$ cat config.mk
export PLATFORM = sky130hd
export DESIGN_NAME = tag_trace_replay
export DESIGN_NICKNAME = d
export VERILOG_FILES = /design/src/hammerparrot_pkg.sv /design/src/tag_trace_replay.sv
export SDC_FILE = /design/constraint.sdc
export NUM_CORES = 1
export LEC_CHECK = 0
export BUFFER_PORTS_ARGS = -buffer_cell sky130_fd_sc_hd__buf_2
export CAP_MARGIN = 20
export CELL_PAD_IN_SITES_DETAIL_PLACEMENT = 1
export CELL_PAD_IN_SITES_GLOBAL_PLACEMENT = 1
export CORE_UTILIZATION = 37
export CTS_CLUSTER_DIAMETER = 80
export CTS_CLUSTER_SIZE = 14
export DETAILED_ROUTE_END_ITERATION = 7
export GPL_ROUTABILITY_DRIVEN = 0
export PLACE_DENSITY_LB_ADDON = 0.1
export SYNTH_ARGS = -nofsm -noshare
export SYNTH_HDL_FRONTEND = slang
export SYNTH_SLANG_ARGS = --single-unit
export TNS_END_PERCENT = 50
$ cat constraint.sdc
create_clock -name hammerparrot_clk -period 1.7 [get_ports hammerparrot_clk]
set_input_delay 0.085 -clock hammerparrot_clk [delete_from_list [all_inputs] [get_ports hammerparrot_clk]]
set_output_delay 0.085 -clock hammerparrot_clk [all_outputs]
set_load 0.1 [all_outputs]
$ cat src/hammerparrot_pkg.sv
package hammerparrot_pkg;

  // Word address, data and trace ROM widths
  localparam int HP_ADDR_W    = 12;
  localparam int HP_DATA_W    = 32;
  localparam int HP_TRACE_W   = 20;
  localparam int HP_CMD_W     = 4;
  localparam int HP_PAYLOAD_W = HP_TRACE_W - HP_CMD_W;

  // Control space register select values
  localparam logic [1:0] HP_REG_WR_COUNT = 2'd0;

  // Trace commands sit in the top nibble of each ROM word
  typedef enum logic [HP_CMD_W-1:0] {
    CMD_SET_BASE  = 4'h1,
    CMD_SET_COUNT = 4'h2,
    CMD_SET_SEED  = 4'h3,
    CMD_END       = 4'hf
  } hp_trace_cmd_e;

  typedef enum logic {
    OP_READ  = 1'b0,
    OP_WRITE = 1'b1
  } hp_op_e;

  // The top address bit picks between the memory array and the control registers
  typedef struct packed {
    logic                 space;
    logic [HP_ADDR_W-2:0] index;
  } hp_mem_view_s;

  typedef struct packed {
    logic                 space;
    logic [HP_ADDR_W-4:0] unused;
    logic [1:0]           reg_sel;
  } hp_ctrl_view_s;

  typedef union packed {
    hp_mem_view_s  mem;
    hp_ctrl_view_s ctrl;
  } hp_addr_u;

endpackage

$ cat src/tag_trace_replay.sv
`timescale 1ns/10ps

module tag_trace_replay #(
  parameter int ROM_WORDS = 16
) (
  input  logic                                   hammerparrot_clk,
  input  logic                                   rst_n_i,
  output logic [$clog2(ROM_WORDS)-1:0]           rom_addr_o,
  input  logic [hammerparrot_pkg::HP_TRACE_W-1:0] rom_data_i,
  output logic [hammerparrot_pkg::HP_ADDR_W-1:0]  load_base_o,
  output logic [11:0]                            load_count_o,
  output logic [hammerparrot_pkg::HP_DATA_W-1:0]  load_seed_o,
  output logic                                   config_done_o
);

  localparam int ROM_AW  = $clog2(ROM_WORDS);
  localparam int ADDR_W  = hammerparrot_pkg::HP_ADDR_W;
  localparam int DATA_W  = hammerparrot_pkg::HP_DATA_W;
  localparam int TRACE_W = hammerparrot_pkg::HP_TRACE_W;
  localparam int CMD_W   = hammerparrot_pkg::HP_CMD_W;
  localparam int PAY_W   = hammerparrot_pkg::HP_PAYLOAD_W;

  hammerparrot_pkg::hp_trace_cmd_e cmd;
  logic [PAY_W-1:0]                payload;
  logic [ROM_AW-1:0]               addr_q;
  logic                            done_q;
  logic                            last_word;

  assign cmd       = hammerparrot_pkg::hp_trace_cmd_e'(rom_data_i[TRACE_W-1 -: CMD_W]);
  assign payload   = rom_data_i[PAY_W-1:0];
  // A trace without an end marker still finishes on the last ROM word
  assign last_word = (addr_q == ROM_AW'(ROM_WORDS - 1));

  always_ff @(posedge hammerparrot_clk or negedge rst_n_i)
  begin
    if (!rst_n_i)
    begin
      addr_q       <= '0;
      done_q       <= 1'b0;
      load_base_o  <= '0;
      load_count_o <= '0;
      load_seed_o  <= '0;
    end
    else if (!done_q)
    begin
      case (cmd)
        hammerparrot_pkg::CMD_SET_BASE:  load_base_o  <= payload[ADDR_W-1:0];
        hammerparrot_pkg::CMD_SET_COUNT: load_count_o <= payload[11:0];
        hammerparrot_pkg::CMD_SET_SEED:  load_seed_o  <= DATA_W'(payload);
        default: ;
      endcase
      if (cmd == hammerparrot_pkg::CMD_END || last_word)
        done_q <= 1'b1;
      else
        addr_q <= addr_q + 1'b1;
    end
  end

  assign rom_addr_o    = addr_q;
  assign config_done_o = done_q;

endmodule

==> impl_metrics.tcl <==
set metrics [dict create \
    grt_pass1_wl_mm 6.08 \
    timing.fmax_mhz 698 \
    multiInputGateArea_um2 749 \
    insertion_delay_ns 0.28 \
    synth.distinct_cells 21 \
    synthAdderAreaFrac 0.00633 \
    rrSetupSlack_ns 0.27 \
    reg2reg_depth 2 \
    crit_family "simple AND/OR/NAND/NOR gates" \
    fp-row-count 26 \
    worstHoldStart "rom_data_i[13]" \
    maxSlewViolCount 0 \
    cp-startpoint "config_done_o$_DFF_PN0_" \
    worstHoldPathType "input pin to register" \
    syn2layout_area_growth_pct 22.0 \
    grt_antenna_before_repair 0 \
    status "completed" \
    clk_pin_slew_ns 0.08 \
    post_cts_resized 0 \
    cts_tree "built" \
    grt_pass1_vias 1211 \
    port_buffers 66 \
    worstPathRequired_ns 1.87 \
    hpwl_mm 2.99 \
    cts.sinks 45 \
    drc 0 \
    dr.pass1.iters 2 \
    timing.rr.start "config_done_o$_DFF_PN0_" \
    yosys-mux-area-fraction 0.277 \
    gr-total-overflow 0 \
    diodes 0 \
    slowest_stage "and4bb_4" \
    crit_chain "and4bb_4 > mux2_2" \
    cap_violations 0 \
    htree_levels 2 \
    synth_top_family_by_area "multiplexers" \
    startpoint_type "register" \
    crit_arrival_ns 1.61 \
    finalCriticalPeriod_ns 1.43 \
    worst-setup-path-type "register to register" \
    antenna_left 0 \
    drt_iter0_drc 37 \
    end_kind "register" \
    p_per_area_nw_per_um2 863 \
    crit_end "load_count_o[3]$_DFFE_PN0P_" \
    synthesis.area_um2 1980 \
    drt_wl_total_mm 3.99 \
    ir_worst_vdd_mv 0.330 \
    track_usage 0.150 \
    fin_worst_skew_ns 0.00248 \
    synth_xor_area_frac 0.00443 \
    setup_tns_ns 0 \
    dieArea_um2 5640 \
    cp.depth 2 \
    io_pins 83 \
    crit_buf_inv 0 \
    vias_per_cell 4.48 \
    period_share 0.842 \
    crit_path_max_incr_delay_ns 0.51 \
    core_area_um2 5140 \
    r2r-end "load_count_o[3]$_DFFE_PN0P_" \
    finalHoldViolations 0 \
    die_h_um 75.1 \
    start_util 0.384 \
    synthCells 123 \
    path_max_fanout 12 \
    rsz0062_at_grt "false" \
    fill_cells 554 \
    synthSimpleGateAreaFrac 0.0475 \
    yosysWarnings 0 \
    synth_compound_area_frac 0.0133 \
    holdWs_ns 0.0340 \
    vias 1187 \
    numCtsBuffers 5 \
    ys_seq_area_frac 0.570 \
    clock_path_buffers 2 \
    wire_per_inst_um 15.0 \
    nets 217 \
    drive_above_1_share 0.636 \
    area.sequential_um2 1130 \
    p_leak_nw 1.40 \
    syn_avg_cell_area_um2 16.1 \
    grt_max_degree 28 \
    die_x_um 75.1 \
    p_total_w 0.00208 \
    cts-root-buf "clkbuf_8" \
    setup_viol 0 \
    ys_seq_elements 45 \
]
==> placed cells by master (no fill, tap or decap) <==
| cell | netlist | routed |
|---|---|---|
| clkbuf_1 | 0 | 1 |
| nand4b_4 | 1 | 1 |
| conb_1 | 1 | 16 |
| a21oi_1 | 2 | 2 |
| nand4_1 | 1 | 1 |
| buf_12 | 1 | 1 |
| clkinv_2 | 0 | 2 |
| nand2_1 | 2 | 2 |
| a41oi_2 | 1 | 1 |
| nor2_4 | 1 | 1 |
| nand3_1 | 1 | 1 |
| dfrtp_2 | 0 | 3 |
| nor2_1 | 2 | 2 |
| buf_2 | 1 | 66 |
| xnor2_1 | 1 | 1 |
| nand3_2 | 1 | 1 |
| ha_1 | 1 | 1 |
| and4bb_4 | 1 | 1 |
| dfrtp_1 | 45 | 42 |
| nand2b_1 | 1 | 1 |
| clkbuf_8 | 0 | 5 |
| mux2_4 | 20 | 20 |
| dlygate4sd3_1 | 0 | 1 |
| mux2_2 | 22 | 22 |
==> stage by stage <==
stage | instance area (µm²) | setup slack (ns) | util | instances
finish | 2410 | 0.268 | 0.469 | 265
global route | 2410 | 0.130 | 0.469 | 265
floorplan | 2040 | -0.00233 | - | 138
detailed placement | 2320 | 0.256 | 0.451 | 256
CTS | 2410 | 0.245 | 0.469 | 265
global placement | 2320 | 0.273 | 0.451 | 256
==> synth_stat cells (all sizes together) <==
master | count | area [µm²]
nand4b | 1 | 23.8
xnor2 | 1 | 8.76
nand2 | 2 | 7.51
and4bb | 1 | 16.3
buf | 19 | 156
a41oi | 1 | 16.3
nand2b | 1 | 6.26
conb | 1 | 3.75
a21oi | 2 | 10.0
nand3 | 2 | 15.0
mux2 | 42 | 548
nand4 | 1 | 6.26
dfrtp | 45 | 1130
nor2 | 3 | 18.8
ha | 1 | 12.5
==> state kept, by name, indices dropped and copies added (netlist names) <==
name	cells
load_base_o	12
load_seed_o	16
rom_addr_o	4
config_done_o	1
load_count_o	12
==> worst reg2reg max path: stages (launching register included) <==
cell and delay (ns):
dfrtp_2 0.44, and4bb_4 0.51, mux2_2 0.38
==> layer usage <==
metal	track usage	vias to the layer above	part of all wire
li1	-	543	-
met1	0.202	592	0.44
met2	0.239	46	0.49
met3	0.0321	6	0.058
met4	0.0566	0	0.0090
met5	0	-	0
==> worst min-delay path by stage <==
| stage | endpoint | slack (ns) | depth (start not counted) |
|---|---|---|---|
| floorplan | config_done_o$_DFF_PN0_ | -0.21 | 0 |
| global placement | load_seed_o[12]$_DFFE_PN0P_ | 0.06 | 1 |
| detailed placement | load_seed_o[12]$_DFFE_PN0P_ | 0.07 | 1 |
| CTS | load_seed_o[13]$_DFFE_PN0P_ | 0.02 | 2 |
| global route | load_seed_o[15]$_DFFE_PN0P_ | 0.03 | 2 |
| finish | load_seed_o[13]$_DFFE_PN0P_ | 0.03 | 2 |
==> final cells by class <==
cell class | instances | area share
Clock inverter | 2 | 0.00415
Sequential cell | 45 | 0.469
Tap cell | 70 | 0.0363
Multi-Input combinational cell | 74 | 0.311
Timing Repair Buffer | 68 | 0.150
Clock buffer | 6 | 0.0301
==> report_power, final <==
| part | switching (W) | internal, W | total (W) |
|---|---|---|---|
| clock network | 0.000328 | 0.000285 | 0.000612 |
| registers | 0.00000843 | 0.00108 | 0.00109 |
| logic | 0.000323 | 0.0000512 | 0.000374 |
| total | 0.000659 | 0.00142 | 0.00208 |
==> cells by family after synthesis <==
group / after synthesis
AO/OA/AOI/OAI: 3
XOR/XNOR: 1
adder cells (fa/ha/maj): 1
buffers and inverters: 19
flip-flops: 45
multiplexers: 42
other: 1
AND/OR/NAND/NOR: 11
==> timing repair <==
action | CTS | global route
endpoints found under the hold margin | 18 | 0
setup buffers | 0 | 0
setup endpoints to repair | 0 | 0
hold buffers | 1 | 0
(Power assumes the default switching activity.)
