===== src/hammerparrot_pkg.sv =====
package hammerparrot_pkg;

  // Word address, data and trace ROM widths
  localparam int HP_ADDR_W    = 12;
  localparam int HP_DATA_W    = 32;
  localparam int HP_TRACE_W   = 20;
  localparam int HP_CMD_W     = 4;
  localparam int HP_PAYLOAD_W = HP_TRACE_W - HP_CMD_W;

  // Control space register select values
  localparam logic [1:0] HP_REG_WR_COUNT = 2'd0;

  // Trace commands sit in the top nibble of each ROM word
  typedef enum logic [HP_CMD_W-1:0] {
    CMD_SET_BASE  = 4'h1,
    CMD_SET_COUNT = 4'h2,
    CMD_SET_SEED  = 4'h3,
    CMD_END       = 4'hf
  } hp_trace_cmd_e;

  typedef enum logic {
    OP_READ  = 1'b0,
    OP_WRITE = 1'b1
  } hp_op_e;

  // The top address bit picks between the memory array and the control registers
  typedef struct packed {
    logic                 space;
    logic [HP_ADDR_W-2:0] index;
  } hp_mem_view_s;

  typedef struct packed {
    logic                 space;
    logic [HP_ADDR_W-4:0] unused;
    logic [1:0]           reg_sel;
  } hp_ctrl_view_s;

  typedef union packed {
    hp_mem_view_s  mem;
    hp_ctrl_view_s ctrl;
  } hp_addr_u;

endpackage


===== src/hp_link_if.sv =====
`timescale 1ns/10ps

interface hp_link_if ();

  // Request channel
  logic                                   req_valid;
  logic                                   req_ready;
  hammerparrot_pkg::hp_op_e               req_op;
  hammerparrot_pkg::hp_addr_u             req_addr;
  logic [hammerparrot_pkg::HP_DATA_W-1:0] req_wdata;

  // Response channel, no back-pressure
  logic                                   rsp_valid;
  logic [hammerparrot_pkg::HP_DATA_W-1:0] rsp_rdata;

  modport requester (
    output req_valid, req_op, req_addr, req_wdata,
    input  req_ready, rsp_valid, rsp_rdata
  );

  modport responder (
    input  req_valid, req_op, req_addr, req_wdata,
    output req_ready, rsp_valid, rsp_rdata
  );

endinterface


===== src/io_loader.sv =====
`timescale 1ns/10ps

module io_loader (
  input  logic                                   hammerparrot_clk,
  input  logic                                   rst_n_i,
  input  logic                                   start_i,
  input  logic [hammerparrot_pkg::HP_ADDR_W-1:0]  load_base_i,
  input  logic [11:0]                            load_count_i,
  input  logic [hammerparrot_pkg::HP_DATA_W-1:0]  load_seed_i,
  hp_link_if.requester                           link,
  output logic                                   loader_done_o
);

  localparam logic [1:0] ST_IDLE = 2'd0;
  localparam logic [1:0] ST_REQ  = 2'd1;
  localparam logic [1:0] ST_WAIT = 2'd2;
  localparam logic [1:0] ST_DONE = 2'd3;

  logic [1:0]                             state_q;
  logic [11:0]                            left_q;
  logic [hammerparrot_pkg::HP_ADDR_W-1:0] addr_q;
  logic [hammerparrot_pkg::HP_DATA_W-1:0] data_q;

  // Address and pattern advance together, one step per write response
  always_ff @(posedge hammerparrot_clk)
  begin
    if (state_q == ST_IDLE)
    begin
      addr_q <= load_base_i;
      data_q <= load_seed_i;
    end
    else if (state_q == ST_WAIT && link.rsp_valid)
    begin
      addr_q <= addr_q + 1'b1;
      data_q <= data_q + 1'b1;
    end
  end

  always_ff @(posedge hammerparrot_clk or negedge rst_n_i)
  begin
    if (!rst_n_i)
    begin
      state_q <= ST_IDLE;
      left_q  <= '0;
    end
    else
      case (state_q)
        ST_IDLE:
          if (start_i)
          begin
            left_q  <= load_count_i;
            state_q <= (load_count_i == '0) ? ST_DONE : ST_REQ;
          end
        ST_REQ: if (link.req_ready) state_q <= ST_WAIT;
        ST_WAIT:
          if (link.rsp_valid)
          begin
            left_q  <= left_q - 1'b1;
            state_q <= (left_q == 12'd1) ? ST_DONE : ST_REQ;
          end
        default: ;  // Done holds until reset
      endcase
  end

  assign link.req_valid = (state_q == ST_REQ);
  assign link.req_op    = hammerparrot_pkg::OP_WRITE;
  assign link.req_addr  = addr_q;
  assign link.req_wdata = data_q;
  assign loader_done_o  = (state_q == ST_DONE);

endmodule


===== src/flat_wrapper.sv =====
// flat-port wrapper written by rule: the top's interface ports become plain ports
module io_loader_flat 
  (hammerparrot_clk, rst_n_i, start_i, load_base_i, load_count_i, load_seed_i, loader_done_o, link_req_valid, link_req_op, link_req_addr, link_req_wdata, link_req_ready, link_rsp_valid, link_rsp_rdata);
  hp_link_if link_i ();
  input  logic hammerparrot_clk;
  input  logic rst_n_i;
  input  logic start_i;
  input  logic [hammerparrot_pkg::HP_ADDR_W-1:0] load_base_i;
  input  logic [11:0] load_count_i;
  input  logic [hammerparrot_pkg::HP_DATA_W-1:0] load_seed_i;
  output logic loader_done_o;
  output wire logic [$bits(link_i.req_valid)-1:0] link_req_valid;
  output wire logic [$bits(link_i.req_op)-1:0] link_req_op;
  output wire logic [$bits(link_i.req_addr)-1:0] link_req_addr;
  output wire logic [$bits(link_i.req_wdata)-1:0] link_req_wdata;
  input wire logic [$bits(link_i.req_ready)-1:0] link_req_ready;
  input wire logic [$bits(link_i.rsp_valid)-1:0] link_rsp_valid;
  input wire logic [$bits(link_i.rsp_rdata)-1:0] link_rsp_rdata;
  assign link_req_valid = link_i.req_valid;
  assign link_req_op = link_i.req_op;
  assign link_req_addr = link_i.req_addr;
  assign link_req_wdata = link_i.req_wdata;
  assign link_i.req_ready = link_req_ready;
  assign link_i.rsp_valid = link_rsp_valid;
  assign link_i.rsp_rdata = link_rsp_rdata;
  io_loader u_core (.hammerparrot_clk(hammerparrot_clk), .rst_n_i(rst_n_i), .start_i(start_i), .load_base_i(load_base_i), .load_count_i(load_count_i), .load_seed_i(load_seed_i), .link(link_i), .loader_done_o(loader_done_o));
endmodule

===== config.mk =====
export PLATFORM = sky130hd
export DESIGN_NAME = io_loader_flat
export DESIGN_NICKNAME = d
export VERILOG_FILES = /design/src/hammerparrot_pkg.sv /design/src/hp_link_if.sv /design/src/io_loader.sv /design/src/flat_wrapper.sv
export SDC_FILE = /design/constraint.sdc
export NUM_CORES = 1
export LEC_CHECK = 0
export BUFFER_PORTS_ARGS = -buffer_cell sky130_fd_sc_hd__buf_4
export CAP_MARGIN = 30
export CORE_ASPECT_RATIO = 0.6
export CORE_MARGIN = 2
export CORE_UTILIZATION = 40
export DETAILED_ROUTE_END_ITERATION = 16
export PLACE_DENSITY_LB_ADDON = 0.05
export SLEW_MARGIN = 5
export SYNTH_ARGS = -nofsm -noshare
export SYNTH_HDL_FRONTEND = slang
export SYNTH_SLANG_ARGS = --single-unit

===== constraint.sdc =====
create_clock -name hammerparrot_clk -period 6.5 [get_ports hammerparrot_clk]
set_input_delay 0.65 -clock hammerparrot_clk [delete_from_list [all_inputs] [get_ports hammerparrot_clk]]
set_output_delay 0.65 -clock hammerparrot_clk [all_outputs]
set_load 0.01 [all_outputs]

==> impl_metrics.json, run 1 <==
{
  "netlist_area_um2": 3660,
  "yosys-top-cells-count": "nand2_1 (48), edfxtp_1 (44), o21ai_0 (41), nor2_1 (26), nand3_1 (21)",
  "postCtsSetupBuffers": 0,
  "timing.critical_path.mode_cell": "inv_1",
  "critical_path_class": "reg2reg",
  "finalMaxSlewViolations": 0,
  "reg2reg_from": "u_core.state_q[0]",
  "vias_per_cell": 5.67,
  "fin_nets": 594,
  "synth_fa_ha_area_share_pct": 3.08,
  "combPwrFrac_pct": 4.5,
  "power_density_nw_per_um2": 186,
  "cp-end-kind": "flip-flop",
  "synth_compound_area_share_pct": 16.9,
  "overflow": 0,
  "wirelength_um": 9900,
  "cts-resized-gates": 0,
  "cts_tree": "yes",
  "cp.arrival_ps": 2810,
  "setup_viol": 0,
  "grt_pass1_vias": 3000,
  "finalCriticalPeriod_ps": 2850,
  "die_h_um": 78.1,
  "layout-drive-gt1-share_pct": 26.0,
  "slowest_stage": "ha_1",
  "cts-root-buf": "clkbuf_16",
  "ios": 140,
  "area_delta_synth_final_pct": 32.0,
  "max_stage_delay_ps": 650,
  "p_seq_share_pct": 44.5,
  "floorplan.initialDensity_pct": 42.1,
  "irDropWorstVdd_mv": 0.123,
  "die_w_um": 127,
  "insertedDiodeCount": 0,
  "timing.rr.end": "u_core.link.req_wdata[9]",
  "drv_cap": 0,
  "tns_ps": 0,
  "r2r_cells": 5,
  "synth_most_common_cell": "nand2_1",
  "yosys_warnings": 0,
  "dp_hpwl_um": 7220,
  "grt_usage_pct": 20.5,
  "vias": 3451,
  "slew_headroom_pct": 38.3,
  "cts_made_buffers": 9,
  "p_int_uw": 716,
  "synth_nets": 498,
  "ys_seq_area_share_pct": 45.7,
  "die_area_um2": 9950,
  "clock-sinks": 58,
  "hold_path_class": "in2async",
  "htreeDepth": 3,
  "cts_hold_buffers": 0,
  "rsz0062_at_grt": "false",
  "yosysTopAreaCell": "edfxtp_1",
  "synthFlopType": "edfxtp_1",
  "grt_max_degree": 45,
  "worstMarginPinSlew_ps": 917,
  "ant_nets": 0,
  "firstDrtPassIters": 5,
  "finalClockSkew_ps": 5.69,
  "synth-xor-area-share_pct": 5.27,
  "cp-start-kind": "flip-flop",
  "async_reset_ff_share_pct": 24.1,
  "gp_congestion": 0.839,
  "clk_latency_ps": 330,
  "power_uw": 895,
  "drc": 0,
  "synth_top_family_by_area": "simple AND/OR/NAND/NOR gates",
  "p_sw_share_pct": 20.0,
  "yosys-top-cells-area": "edfxtp_1 (36%), dfrtp_1 (9.6%), o21ai_0 (5.6%), nand2_1 (4.9%), or4_1 (3.9%)",
  "dr.first_iter.drc_count": 333,
  "io_buffer_count": 106,
  "ctsLongestPathBuffers": 2,
  "fillers": 804,
  "p_clk_share_pct": 51.0,
  "grt_pass1_wl_um": 15800,
  "status": "finished, final reports clean",
  "p_leak_nw": 1.75,
  "syn_area_per_cell_um2": 9.23,
  "worst-path-max-fanout": 44,
  "antenna_found_initial": 0,
  "clk_pin_slew_worst_paths_ps": 50,
  "switchingPower_uw": 179,
  "timing.final.crit_share_pct": 43.8,
  "coreArea_um2": 8690,
  "yosys.area_share.simple_pct": 23.3,
  "synth-seq-cells": 58,
  "rows": 26,
  "max_clock_freq_ghz": 0.351,
  "wl_per_cell_um": 16.3,
  "finalHoldViolations": 0,
  "crit_chain": "inv_1 > ha_1 > inv_1 > o21ai_4 > buf_4",
  "synth.distinct_cells": 44,
  "yosysTopAreaCellShare_pct": 36.1,
  "synthMuxAreaShare_pct": 1.44,
  "synth_edf_count": 44,
  "netlist_instances": 396,
  "worst-r2r-setup-slack_ps": 3650,
  "required_ps": 6460
}
## worst max-delay path, delay by kind of cell (launching register included)
family | cells | cell delay, ps
DFF | 1 | 430
buffers and inverters | 3 | 1120
AOI/OAI and AO/OA | 1 | 240
adders and majority gates | 1 | 650
## state kept, by name, indices dropped and copies added, names as in the netlist
name	flops
u_core.link.req_wdata	32
u_core.left_q	12
u_core.link.req_addr	12
u_core.state_q	2
## through the flow
stage / hold slack [ps] / utilization (%) / area (um^2) / setup WS [ps] / cells
after floorplan: 354 / - / 3660 / 1570 / 396
after global placement: 516 / 52.0 / 4520 / 3630 / 592
after detailed placement: 522 / 52.2 / 4540 / 3680 / 593
after CTS: 171 / 55.5 / 4820 / 3660 / 609
after global routing: 179 / 55.5 / 4820 / 3450 / 609
final: 175 / 55.5 / 4820 / 3650 / 609
## logic make-up (layout without fill, tap and decap cells)
group	Yosys count	in the layout
DFF	58	58
xor gates and xnor gates	22	22
and+or+nand+nor	164	164
buffers and inverters	37	138
other	1	1
AOI/OAI and AO/OA	100	100
muxes	5	5
adders and majority gates	9	9
## how the worst max path moves through the flow
stage	from	slack (ps)	endpoint	depth (start not counted)
global route	u_core.state_q[0]	3450	u_core.link.req_addr[8]	5
detailed placement	u_core.state_q[0]	3680	u_core.link.req_addr[9]	5
CTS	u_core.state_q[0]	3660	u_core.link.req_addr[8]	5
finish	u_core.state_q[0]	3650	u_core.link.req_wdata[9]	5
floorplan	u_core.state_q[0]	1570	u_core.link.req_addr[0]	6
global placement	u_core.state_q[0]	3630	u_core.left_q[11]	6
## placed cells by master, fill, tap and decap left out, types with 3 or more instances in the layout
master and instances:
or3_1 3, a31oi_1 15, nand2_1 48, and4_1 6, nor2b_1 3, o21ai_0 40
nand4_1 11, xor2_1 9, a22oi_1 3, or4_1 19, nand3_1 21, clkinv_2 4
o22a_1 4, nor2_1 26, inv_1 13, xnor2_1 13, nor4_1 9, edfxtp_1 44
a21oi_1 13, dfrtp_1 14, ha_1 8, and3_1 6, clkbuf_16 9, o31ai_1 11
mux2i_1 3, nor3_1 7, buf_4 108
## power groups by stage
stage / clock network [mW] / registers [mW] / logic [mW]
3_3_place_gp: 0 / 0.405 / 0.0401
6_report: 0.456 / 0.398 / 0.0403
5_1_grt: 0.484 / 0.399 / 0.0445
4_1_cts: 0.467 / 0.398 / 0.0407
3_5_place_dp: 0 / 0.405 / 0.0405
2_1_floorplan: 0 / 0.405 / 0.00763
## layout make-up
class | instances | area, um^2 | area share [%]
Clock buffer | 10 | 229 | 4.75
Timing Repair Buffer | 109 | 831 | 17.2
Multi-Input combinational cell | 301 | 1850 | 38.3
Sequential cell | 58 | 1670 | 34.6
Inverter | 13 | 48.8 | 1.01
Tap cell | 112 | 140 | 2.90
Clock inverter | 6 | 57.6 | 1.19
## layer usage
metal	part of all wire (%)	up-vias	track usage (%)
met4	0.99	0	5.60
met3	6.9	9	5.66
met2	39	120	27.2
met5	0	-	0
li1	-	1702	-
met1	53	1620	32.1
(Power assumes the default switching activity.)
==> run 2, diff against run 1 <==
- clock period: 6.5 -> 2.3 ns (I/O delays scaled with it)
==> impl_metrics.json, run 2 (synthesis results as in run 1) <==
{
  "whs_ps": 178,
  "grt_pass1_wl_um": 16800,
  "cp.arrival_ps": 2350,
  "area_delta_synth_final_pct": 36.2,
  "clk_latency_ps": 330,
  "setup_viol": 0,
  "finalMaxSlewViolations": 0,
  "ant_nets": 0,
  "wirelength_um": 10600,
  "layout-drive-gt1-share_pct": 27.9,
  "vias_per_cell": 5.62,
  "die_w_um": 127,
  "setup.worst_path.start": "u_core.link.req_wdata[6]",
  "insertedDiodeCount": 0,
  "io_buffer_count": 106,
  "slew_headroom_pct": 60.1,
  "worstMarginPinSlew_ps": 593,
  "worst-r2r-setup-slack_ps": 120,
  "finalClockSkew_ps": 6.93,
  "p_leak_nw": 1.84,
  "postCtsSetupBuffers": 0,
  "setup_slack_ps": 117,
  "worst-path-max-fanout": 24,
  "stdcell_area_um2": 4980,
  "dp_hpwl_um": 7960,
  "hold_path_class": "in2reg",
  "seq_area_um2": 1670,
  "crit_chain": "nand3_2 > or4_1 > buf_4 > or4_1 > a31oi_1",
  "timing.critical_path.mode_cell": "or4_1",
  "dpl_worst_slack_ps": 137,
  "cts_made_buffers": 9,
  "r2r_cells": 5,
  "max_stage_delay_ps": 510,
  "overflow": 0,
  "grt_usage_pct": 21.9,
  "power_density_nw_per_um2": 505,
  "clock-sinks": 58,
  "worst-path-buf-inv": 1,
  "rsz0062_at_grt": "false",
  "grt_pass1_vias": 3229,
  "finalCriticalPeriod_ps": 2180,
  "grt_max_degree": 54,
  "multi_input_area_um2": 1850,
  "ctsLongestPathBuffers": 2,
  "timing.final.crit_share_pct": 94.9,
  "tns_ps": 0,
  "status": "finished, final reports clean",
  "mostFrequentLayoutCells": "buf_4 (126), nand2_1 (48), edfxtp_1 (44), o21ai_0 (40), nor2_1 (26)",
  "rows": 26,
  "ios": 140,
  "fillers": 813,
  "antenna_found_initial": 0,
  "required_ps": 2470,
  "coreArea_um2": 8690,
  "max_clock_freq_ghz": 0.458,
  "cts-root-buf": "clkbuf_16",
  "finalHoldViolations": 0,
  "path_depth": 5,
  "final_common_cell": "buf_4",
  "power_mw": 2.52,
  "floorplan.initialDensity_pct": 42.1,
  "irDropWorstVdd_mv": 0.364,
  "clk_pin_slew_worst_paths_ps": 50,
  "vias": 3528,
  "slowest_stage": "or4_1",
  "dr.first_iter.drc_count": 237,
  "timing.rr.end": "u_core.link.req_wdata[31]",
  "die_h_um": 78.1,
  "critical_path_class": "reg2reg",
  "dpl-instance-area_um2": 4690,
  "drv_cap": 0,
  "reg2reg_from": "u_core.link.req_wdata[6]",
  "cp-end-kind": "flip-flop",
  "firstDrtPassIters": 5,
  "cp-start-kind": "flip-flop",
  "critPathCapture": "u_core.link.req_wdata[31]",
  "drc": 0,
  "cts_tree": "yes",
  "crit_family": "simple AND/OR/NAND/NOR gates",
  "gp_congestion": 0.844,
  "fin_nets": 614,
  "htreeDepth": 3,
  "die_area_um2": 9950,
  "wl_per_cell_um": 16.9,
  "largest_register_ffs": 32
}
## run 2: layout make-up
class / instances / area share [%]
Timing Repair Buffer: 129 / 20.0
Multi-Input combinational cell: 301 / 37.1
Inverter: 13 / 0.980
Clock buffer: 10 / 4.60
Sequential cell: 58 / 33.6
Tap cell: 112 / 2.81
Clock inverter: 5 / 0.930
## run 2: per-stage QoR
step | utilization, % | instances
2_1_floorplan | - | 396
4_1_cts | 57.3 | 628
5_1_grt | 57.3 | 628
3_5_place_dp | 54.0 | 612
3_3_place_gp | 54.0 | 612
6_report | 57.3 | 628
## run 2: how the worst min path moves through the flow
| stage | from | to | slack (ps) | cells past startpoint |
|---|---|---|---|---|
| after detailed placement | rst_n_i | u_core.left_q[8] | 100 | 1 |
| after global routing | load_seed_i[11] | u_core.link.req_wdata[11] | 170 | 3 |
| after floorplan | rst_n_i | u_core.left_q[0] | -70 | 0 |
| after CTS | load_seed_i[14] | u_core.link.req_wdata[14] | 170 | 3 |
| after global placement | rst_n_i | u_core.left_q[10] | 100 | 1 |
| final | load_seed_i[14] | u_core.link.req_wdata[14] | 180 | 3 |
## run 2: per-layer routing
| layer | vias to the layer above | track usage (%) | wire length (um) |
|---|---|---|---|
| met2 | 129 | 28.9 | 4260 |
| met4 | 0 | 3.30 | 50 |
| met3 | 5 | 7.57 | 795 |
| met1 | 1651 | 34.6 | 5510 |
| li1 | 1743 | - | - |
| met5 | - | 0 | 0 |
## run 2: what timing repair did
| item | in CTS | in global routing |
|---|---|---|
| hold endpoints to repair | 14 | 0 |
| hold buffers | 1 | 0 |
| setup endpoints to repair | 0 | 0 |
| gates resized for setup | 0 | 0 |
## run 2: report_power, final
part / switching (mW) / leakage [nW] / internal [mW]
Combinational: 0.0426 / 1.24 / 0.0785
Clock: 0.451 / 0.135 / 0.817
Sequential: 0.00642 / 0.470 / 1.12
## run 2: worst min-delay path, stage by stage
cell	delay [ps]
buf_4	80
nand2_1	40
o21ai_0	50
