## src/hammerparrot_pkg.sv

```systemverilog
package hammerparrot_pkg;

  // Word address, data and trace ROM widths
  localparam int HP_ADDR_W    = 12;
  localparam int HP_DATA_W    = 32;
  localparam int HP_TRACE_W   = 20;
  localparam int HP_CMD_W     = 4;
  localparam int HP_PAYLOAD_W = HP_TRACE_W - HP_CMD_W;

  // Control space register select values
  localparam logic [1:0] HP_REG_WR_COUNT = 2'd0;

  // Trace commands sit in the top nibble of each ROM word
  typedef enum logic [HP_CMD_W-1:0] {
    CMD_SET_BASE  = 4'h1,
    CMD_SET_COUNT = 4'h2,
    CMD_SET_SEED  = 4'h3,
    CMD_END       = 4'hf
  } hp_trace_cmd_e;

  typedef enum logic {
    OP_READ  = 1'b0,
    OP_WRITE = 1'b1
  } hp_op_e;

  // The top address bit picks between the memory array and the control registers
  typedef struct packed {
    logic                 space;
    logic [HP_ADDR_W-2:0] index;
  } hp_mem_view_s;

  typedef struct packed {
    logic                 space;
    logic [HP_ADDR_W-4:0] unused;
    logic [1:0]           reg_sel;
  } hp_ctrl_view_s;

  typedef union packed {
    hp_mem_view_s  mem;
    hp_ctrl_view_s ctrl;
  } hp_addr_u;

endpackage

```

## src/hp_link_if.sv

```systemverilog
`timescale 1ns/10ps

interface hp_link_if ();

  // Request channel
  logic                                   req_valid;
  logic                                   req_ready;
  hammerparrot_pkg::hp_op_e               req_op;
  hammerparrot_pkg::hp_addr_u             req_addr;
  logic [hammerparrot_pkg::HP_DATA_W-1:0] req_wdata;

  // Response channel, no back-pressure
  logic                                   rsp_valid;
  logic [hammerparrot_pkg::HP_DATA_W-1:0] rsp_rdata;

  modport requester (
    output req_valid, req_op, req_addr, req_wdata,
    input  req_ready, rsp_valid, rsp_rdata
  );

  modport responder (
    input  req_valid, req_op, req_addr, req_wdata,
    output req_ready, rsp_valid, rsp_rdata
  );

endinterface

```

## src/axil_host_bridge.sv

```systemverilog
`timescale 1ns/10ps

module axil_host_bridge (
  input  logic        hammerparrot_clk,
  input  logic        rst_n_i,
  input  logic        enable_i,
  input  logic [15:0] awaddr_i,
  input  logic        awvalid_i,
  output logic        awready_o,
  input  logic [31:0] wdata_i,
  // Byte strobes are ignored, every write covers the full word
  input  logic [3:0]  wstrb_i,
  input  logic        wvalid_i,
  output logic        wready_o,
  output logic [1:0]  bresp_o,
  output logic        bvalid_o,
  input  logic        bready_i,
  input  logic [15:0] araddr_i,
  input  logic        arvalid_i,
  output logic        arready_o,
  output logic [31:0] rdata_o,
  output logic [1:0]  rresp_o,
  output logic        rvalid_o,
  input  logic        rready_i,
  hp_link_if.requester link
);

  localparam int ADDR_W = hammerparrot_pkg::HP_ADDR_W;
  localparam int DATA_W = hammerparrot_pkg::HP_DATA_W;
  localparam logic [1:0] RESP_OKAY = 2'b00;
  localparam logic [2:0] ST_IDLE  = 3'd0;
  localparam logic [2:0] ST_REQ   = 3'd1;
  localparam logic [2:0] ST_WAIT  = 3'd2;
  localparam logic [2:0] ST_BRESP = 3'd3;
  localparam logic [2:0] ST_RRESP = 3'd4;

  logic [2:0]               state_q;
  hammerparrot_pkg::hp_op_e op_q;
  logic [ADDR_W-1:0]        addr_q;
  logic [DATA_W-1:0]        wdata_q;
  logic [DATA_W-1:0]        rdata_q;
  logic                     idle;
  logic                     wr_accept;
  logic                     rd_accept;

  // Nothing is accepted before configuration ends, and writes win over reads
  assign idle      = enable_i && (state_q == ST_IDLE);
  assign wr_accept = idle && awvalid_i && wvalid_i;
  assign rd_accept = idle && arvalid_i && !(awvalid_i && wvalid_i);

  always_ff @(posedge hammerparrot_clk)
  begin
    if (wr_accept)
    begin
      op_q    <= hammerparrot_pkg::OP_WRITE;
      addr_q  <= awaddr_i[ADDR_W+1:2];
      wdata_q <= wdata_i;
    end
    else if (rd_accept)
    begin
      op_q   <= hammerparrot_pkg::OP_READ;
      addr_q <= araddr_i[ADDR_W+1:2];
    end
    if (state_q == ST_WAIT && link.rsp_valid)
      rdata_q <= link.rsp_rdata;
  end

  always_ff @(posedge hammerparrot_clk or negedge rst_n_i)
  begin
    if (!rst_n_i)
      state_q <= ST_IDLE;
    else
      case (state_q)
        ST_IDLE:  if (wr_accept || rd_accept) state_q <= ST_REQ;
        ST_REQ:   if (link.req_ready) state_q <= ST_WAIT;
        ST_WAIT:
          if (link.rsp_valid)
            state_q <= (op_q == hammerparrot_pkg::OP_WRITE) ? ST_BRESP : ST_RRESP;
        ST_BRESP: if (bready_i) state_q <= ST_IDLE;
        ST_RRESP: if (rready_i) state_q <= ST_IDLE;
        default:  state_q <= ST_IDLE;
      endcase
  end

  assign awready_o = wr_accept;
  assign wready_o  = wr_accept;
  assign arready_o = rd_accept;
  assign bvalid_o  = (state_q == ST_BRESP);
  assign bresp_o   = RESP_OKAY;
  assign rvalid_o  = (state_q == ST_RRESP);
  assign rresp_o   = RESP_OKAY;
  assign rdata_o   = rdata_q;

  assign link.req_valid = (state_q == ST_REQ);
  assign link.req_op    = op_q;
  assign link.req_addr  = addr_q;
  assign link.req_wdata = wdata_q;

endmodule

```

## src/flat_wrapper.sv

```systemverilog
// flat-port wrapper written by rule: the top's interface ports become plain ports
module axil_host_bridge_flat 
  (hammerparrot_clk, rst_n_i, enable_i, awaddr_i, awvalid_i, awready_o, wdata_i, wstrb_i, wvalid_i, wready_o, bresp_o, bvalid_o, bready_i, araddr_i, arvalid_i, arready_o, rdata_o, rresp_o, rvalid_o, rready_i, link_req_valid, link_req_op, link_req_addr, link_req_wdata, link_req_ready, link_rsp_valid, link_rsp_rdata);
  hp_link_if link_i ();
  input  logic hammerparrot_clk;
  input  logic rst_n_i;
  input  logic enable_i;
  input  logic [15:0] awaddr_i;
  input  logic awvalid_i;
  output logic awready_o;
  input  logic [31:0] wdata_i;
  input  logic [3:0] wstrb_i;
  input  logic wvalid_i;
  output logic wready_o;
  output logic [1:0] bresp_o;
  output logic bvalid_o;
  input  logic bready_i;
  input  logic [15:0] araddr_i;
  input  logic arvalid_i;
  output logic arready_o;
  output logic [31:0] rdata_o;
  output logic [1:0] rresp_o;
  output logic rvalid_o;
  input  logic rready_i;
  output wire logic [$bits(link_i.req_valid)-1:0] link_req_valid;
  output wire logic [$bits(link_i.req_op)-1:0] link_req_op;
  output wire logic [$bits(link_i.req_addr)-1:0] link_req_addr;
  output wire logic [$bits(link_i.req_wdata)-1:0] link_req_wdata;
  input wire logic [$bits(link_i.req_ready)-1:0] link_req_ready;
  input wire logic [$bits(link_i.rsp_valid)-1:0] link_rsp_valid;
  input wire logic [$bits(link_i.rsp_rdata)-1:0] link_rsp_rdata;
  assign link_req_valid = link_i.req_valid;
  assign link_req_op = link_i.req_op;
  assign link_req_addr = link_i.req_addr;
  assign link_req_wdata = link_i.req_wdata;
  assign link_i.req_ready = link_req_ready;
  assign link_i.rsp_valid = link_rsp_valid;
  assign link_i.rsp_rdata = link_rsp_rdata;
  axil_host_bridge u_core (.hammerparrot_clk(hammerparrot_clk), .rst_n_i(rst_n_i), .enable_i(enable_i), .awaddr_i(awaddr_i), .awvalid_i(awvalid_i), .awready_o(awready_o), .wdata_i(wdata_i), .wstrb_i(wstrb_i), .wvalid_i(wvalid_i), .wready_o(wready_o), .bresp_o(bresp_o), .bvalid_o(bvalid_o), .bready_i(bready_i), .araddr_i(araddr_i), .arvalid_i(arvalid_i), .arready_o(arready_o), .rdata_o(rdata_o), .rresp_o(rresp_o), .rvalid_o(rvalid_o), .rready_i(rready_i), .link(link_i));
endmodule
```

## config.mk

```make
export PLATFORM = sky130hd
export DESIGN_NAME = axil_host_bridge_flat
export DESIGN_NICKNAME = d
export VERILOG_FILES = /design/src/hammerparrot_pkg.sv /design/src/hp_link_if.sv /design/src/axil_host_bridge.sv /design/src/flat_wrapper.sv
export SDC_FILE = /design/constraint.sdc
export NUM_CORES = 1
export LEC_CHECK = 0
export BUFFER_PORTS_ARGS = -buffer_cell sky130_fd_sc_hd__clkbuf_2
export CAP_MARGIN = 40
export CORE_AREA = 8 8 96 98
export DETAILED_ROUTE_END_ITERATION = 16
export DIE_AREA = 0 0 104 106
export GPL_ROUTABILITY_DRIVEN = 0
export GPL_TIMING_DRIVEN = 0
export PLACE_DENSITY_LB_ADDON = 0.2
export SKIP_LAST_GASP = 1
export SLEW_MARGIN = 5
export SYNTH_ARGS = -nofsm -noshare
export SYNTH_HDL_FRONTEND = slang
export SYNTH_SLANG_ARGS = --single-unit
```

## constraint.sdc

```tcl
create_clock -name hammerparrot_clk -period 1.9 [get_ports hammerparrot_clk]
set_input_delay 0 -clock hammerparrot_clk [delete_from_list [all_inputs] [get_ports hammerparrot_clk]]
set_output_delay 0 -clock hammerparrot_clk [all_outputs]
set_load 0.01 [all_outputs]
```

==> impl_metrics.py, run 1 <==
metrics = {
    "run_status": {
        "status": "finished clean",
    },
    "global_routing": {
        "grt_pass1_wl_mm": 13.4,
        "antenna_found_initial": 1,
        "grt_max_degree": 33,
        "grt_usage": 0.156,
        "grt_pass1_vias": 2578,
        "grt-ovfl-total": 0,
    },
    "job": {
        "drv_cap": 0,
    },
    "logic_synthesis": {
        "ys_top_cells_by_count": "edfxtp_1, mux2_1, buf_4",
        "netlist_top_cells_area": "edfxtp_1, mux2_1, dfrtp_1",
        "synth_top_area_share": 0.816,
        "synth_most_common_cell": "edfxtp_1",
        "synth_warnings": 0,
        "avgSynthCellArea_sq_um": 21.3,
        "async_flop_share": 0.0375,
        "synthCells": 131,
        "ys_ff_latch": 80,
        "syn_area_sq_um": 2800,
        "dominantRegCellSynth": "edfxtp_1",
        "synth_edf_count": 76,
        "yosys.area.top_type": "edfxtp_1",
        "yosysSeqAreaShare": 0.850,
        "ys_types": 25,
    },
    "critical_path": {
        "crit_fanout": 12,
        "cp.arrival_ns": 1.80,
        "end_kind": "flip-flop",
        "crit_type": "flip-flop to flip-flop",
        "start_kind": "flip-flop",
        "critical_path_required_ns": 1.90,
    },
    "placement": {
        "pre_cts_ws_ns": -0.163,
        "placed_cell_area_sq_um": 3840,
        "dpl.hpwl_mm": 5.68,
        "port-buffer-count": 180,
        "dp_cells": 419,
    },
    "power_and_ir_drop": {
        "max-vdd-ir-drop_mv": 0.569,
        "power.leakage_nw": 2.22,
        "finalPower_mw": 4.63,
        "p_per_area_nw_per_um2": 905,
    },
    "detailed_routing": {
        "drt_iter0_markers": 86,
        "ant_nets": 0,
        "drc": 0,
        "avgRoutedWirePerCell_um": 17.0,
        "dr.pass1.iters": 4,
        "wl_mm": 9.10,
        "via_per_inst": 4.27,
        "via_count": 2286,
    },
    "floorplan": {
        "rows": 33,
        "fp.coreArea_sq_um": 7850,
        "ios": 197,
        "initial_core_util": 0.356,
        "die_w_um": 104,
        "die-area_sq_um": 11000,
        "die_h_um": 106,
    },
    "final_layout": {
        "drive_above_1_share": 0.506,
        "syn_to_final_growth_pct": 83.0,
        "fin_nets": 534,
        "instances_no_fill": 535,
        "nFillCells": 570,
        "utilization": 0.652,
        "design_area_sq_um": 5120,
    },
    "clock_tree": {
        "clock-root-buffer": "clkbuf_8",
        "cts_tree": "done",
        "clk_pin_slew_ns": 0.09,
        "numCtsBuffers": 9,
        "clockBufferDepth": 2,
        "clkSinkCount": 80,
        "h-tree-depth": 3,
        "clk_latency_ns": 0.34,
    },
    "sta": {
        "max_freq_mhz": 555,
        "setup_violations": 0,
        "hold_violations": 0,
        "finalCritPeriodShare": 0.948,
        "slew_violations": 0,
        "fin_skew_ns": 0.00889,
        "finalHoldWorstSlack_ns": 0.0236,
        "fin_setup_tns_ns": 0,
        "period_minus_slack_ns": 1.80,
        "rsz0062_at_grt": "false",
        "worst_slack_ns": 0.0990,
    },
    "worst_hold_path": {
        "hp-class": "input pin to flip-flop",
    },
}
-- logic make-up after synthesis --
logic type | Yosys count | share of synthesized area
muxes | 12 | 0.0483
other | 1 | 0.00134
DFF | 80 | 0.850
buffers and inverters | 10 | 0.0295
AOI/OAI and AO/OA | 9 | 0.0188
and+or+nand+nor | 19 | 0.0519
-- cell type report --
cell class	count	area (sq um)	area share
flip-flops and latches	80	2380	0.465
repair buffers	279	1930	0.378
multi-input cells	44	367	0.0717
well taps	105	131	0.0257
clock buffers	9	124	0.0242
plain buffers	10	103	0.0201
clock inverters	7	77.6	0.0152
diodes	1	2.50	0.000489
-- report_power, final --
group          leakage (nW)  switching (mW)  internal [mW]
registers             0.741          0.0881           2.20
clock network        0.0958           0.653          0.621
logic                  1.39           0.506          0.561
total                  2.22            1.25           3.38
-- final timing paths --
| path | slack, ns | startpoint | cells after the start | end |
|---|---|---|---|---|
| min in group asynchronous | 0.56 | rst_n_i | 3 | u_core.state_q[0] |
| hold / removal | 0.02 | link_rsp_valid | 4 | u_core.state_q[1] |
| max in group asynchronous | 1.19 | rst_n_i | 3 | u_core.state_q[2] |
| setup / recovery | 0.1 | u_core.state_q[0] | 3 | u_core.link.req_addr[5] |
| setup reg to reg | 0.1 | u_core.state_q[0] | 3 | u_core.link.req_addr[5] |
| hold reg to reg | 0.54 | u_core.link.req_op | 1 | u_core.link.req_op |
-- sequential cells by signal (all words and copies together) (netlist names) --
register	flops
u_core.link.req_addr	12
u_core.link.req_op	1
u_core.link.req_wdata	32
u_core.rdata_o	32
u_core.state_q	3
-- critical path: stages, from the launching register on --
cell and delay [ns]:
dfrtp_1 0.43, buf_6 0.15, or4b_4 0.55, nor2_4 0.33
-- placed cells by master, fill, tap and decap left out, drive strengths merged, types with 2 or more instances in the layout --
master	Yosys	routed
a21oi	5	5
buf	10	13
clkbuf	0	190
clkinvlp	0	2
conb	1	4
dfrtp	3	3
dlygate4sd3	0	94
edfxtp	76	76
inv	0	3
mux2	12	12
nand2	2	2
nand3b	2	2
nor2b	2	2
nor3b	3	3
or3b	3	3
-- timing repair --
item                                    CTS  global route
resized for setup                         5             2
setup buffers                             1             2
pin swaps                                 1             1
endpoints found under the setup margin   48            10
hold buffers                             94             0
endpoints found under the hold margin    82             0
gates cloned                              1             1
-- routing by layer --
layer	GRT usage	wire, um
met4	0.0693	250
met5	0	0
met1	0.143	3140
met3	0.0551	552
met2	0.305	5160
No activity file was read; power rests on OpenSTA's default activity.
==> run 2: changes to the inputs <==
--- a/config.mk
+++ b/config.mk
@@ -13,6 +13,7 @@
 export GPL_ROUTABILITY_DRIVEN = 0
 export GPL_TIMING_DRIVEN = 0
 export PLACE_DENSITY_LB_ADDON = 0.2
+export REMOVE_ABC_BUFFERS = 1
 export SKIP_LAST_GASP = 1
 export SLEW_MARGIN = 5
 export SYNTH_ARGS = -nofsm -noshare
==> impl_metrics.py, run 2 (synthesis gave the netlist of run 1 again) <==
metrics = {
    "final_layout": {
        "design_area_sq_um": 5050,
        "drive_above_1_share": 0.507,
        "final_cell_mix": "clkbuf_2, dlygate4sd3_1, edfxtp_1",
        "syn_to_final_growth_pct": 80.5,
        "antenna_cells": 0,
        "fin_nets": 530,
        "final_common_cell": "clkbuf_2",
        "nFillCells": 596,
    },
    "sta": {
        "fin_skew_ns": 0.00926,
        "rsz0062_at_grt": "true",
        "finalCritPeriodShare": 0.961,
        "hold_violations": 0,
        "period_minus_slack_ns": 1.83,
        "finalHoldWorstSlack_ns": 0.0863,
        "slew_violations": 0,
        "setup_violations": 0,
        "fin_setup_tns_ns": 0,
        "max_freq_mhz": 548,
    },
    "floorplan": {
        "die-area_sq_um": 11000,
        "rows": 33,
        "initial_core_util": 0.356,
        "ios": 197,
        "fp.coreArea_sq_um": 7850,
        "die_h_um": 106,
        "die_w_um": 104,
    },
    "power_and_ir_drop": {
        "p_per_area_nw_per_um2": 926,
        "power.leakage_nw": 2.18,
        "max-vdd-ir-drop_mv": 0.498,
    },
    "placement": {
        "dpl.hpwl_mm": 5.85,
        "port-buffer-count": 180,
        "placed_cell_area_sq_um": 3800,
    },
    "detailed_routing": {
        "via_count": 2234,
        "avgRoutedWirePerCell_um": 16.3,
        "drc": 0,
        "dr.pass1.iters": 4,
        "wl_mm": 8.62,
        "ant_nets": 0,
        "via_per_inst": 4.22,
        "drt_iter0_markers": 63,
    },
    "global_routing": {
        "grt_pass1_wl_mm": 13.2,
        "grt_usage": 0.154,
        "antenna_found_initial": 0,
        "grt_max_degree": 31,
        "grt_pass1_vias": 2502,
        "grt-ovfl-total": 0,
    },
    "clock_tree": {
        "h-tree-depth": 3,
        "cts_tree": "done",
        "clockBufferDepth": 2,
        "numCtsBuffers": 9,
        "clk_latency_ns": 0.35,
        "clock-root-buffer": "clkbuf_8",
        "clk_pin_slew_ns": 0.08,
        "clkSinkCount": 80,
    },
    "critical_path": {
        "crit_type": "flip-flop to flip-flop",
        "crit_fanout": 30,
        "start_kind": "flip-flop",
        "end_kind": "flip-flop",
        "critical_path_required_ns": 2.00,
        "cp.arrival_ns": 1.93,
    },
    "worst_hold_path": {
        "hp-class": "input pin to flip-flop",
    },
    "job": {
        "drv_cap": 0,
    },
    "run_status": {
        "status": "finished clean",
    },
}
run 2: cell count changes in the layout (fill, tap and decap cells not counted), sizes merged:
cell,change
clkbuf,-1
inv,-2
bufbuf,-1
diode,-1
clkinv,+1
buf,-3
clkinvlp,-1
bufinv,+1
dlygate4sd3,+1
run 2: critical path, cell delays in order, from the launching register on:
cell and delay (ns):
dfrtp_2 0.47, nor4b_4 0.31, and3_4 0.26, buf_12 0.19, mux2_1 0.34
run 2: timing repair:
item	in CTS	in global routing
hold buffers	95	0
setup endpoints to repair	81	32
pin swaps	1	0
gates resized for setup	5	3
endpoints found under the hold margin	83	0
buffers inserted	3	4
run 2: cell type report:
class                           count  area, sq um  share of cell area
Clock buffer                        9          124              0.0245
Clock inverter                      6         93.8              0.0186
Multi-Input combinational cell     44          372              0.0736
Sequential cell                    80         2380               0.471
Tap cell                          105          131              0.0260
Timing Repair Buffer              285         1950               0.386
run 2: stage by stage:
stage | power, mW | setup slack, ns | util | std cells
after floorplan | 2.69 | -0.840 | - | 124
after global placement | 3.07 | -1.21 | 0.479 | 409
after detailed placement | 3.10 | -0.321 | 0.485 | 412
after CTS | 4.65 | 0.0185 | 0.638 | 525
after global routing | 4.89 | -0.0165 | 0.643 | 529
final | 4.67 | 0.0744 | 0.643 | 529
run 2: worst paths after layout:
check                                   start  slack (ns)                 endpoint  depth (start not counted)
setup / recovery            u_core.state_q[0]        0.07  u_core.link.req_addr[8]                          4
hold / removal                       enable_i        0.09       u_core.link.req_op                          4
setup reg to reg            u_core.state_q[0]        0.07  u_core.link.req_addr[8]                          4
hold reg to reg            u_core.link.req_op        0.53       u_core.link.req_op                          1
max in group asynchronous             rst_n_i        1.19        u_core.state_q[1]                          3
min in group asynchronous             rst_n_i        0.54        u_core.state_q[2]                          3
run 2: layer usage:
| layer | wire length (um) | up-vias | global-route usage |
|---|---|---|---|
| li1 | - | 1073 | - |
| met1 | 2850 | 1053 | 0.142 |
| met2 | 4970 | 91 | 0.296 |
| met3 | 560 | 17 | 0.0520 |
| met4 | 232 | 0 | 0.0807 |
| met5 | 0 | - | 0 |
run 2: power by group:
group	total [mW]	internal, mW	leakage (nW)	switching (mW)
logic	0.997	0.527	1.34	0.469
registers	2.32	2.20	0.738	0.117
clock network	1.36	0.741	0.106	0.618
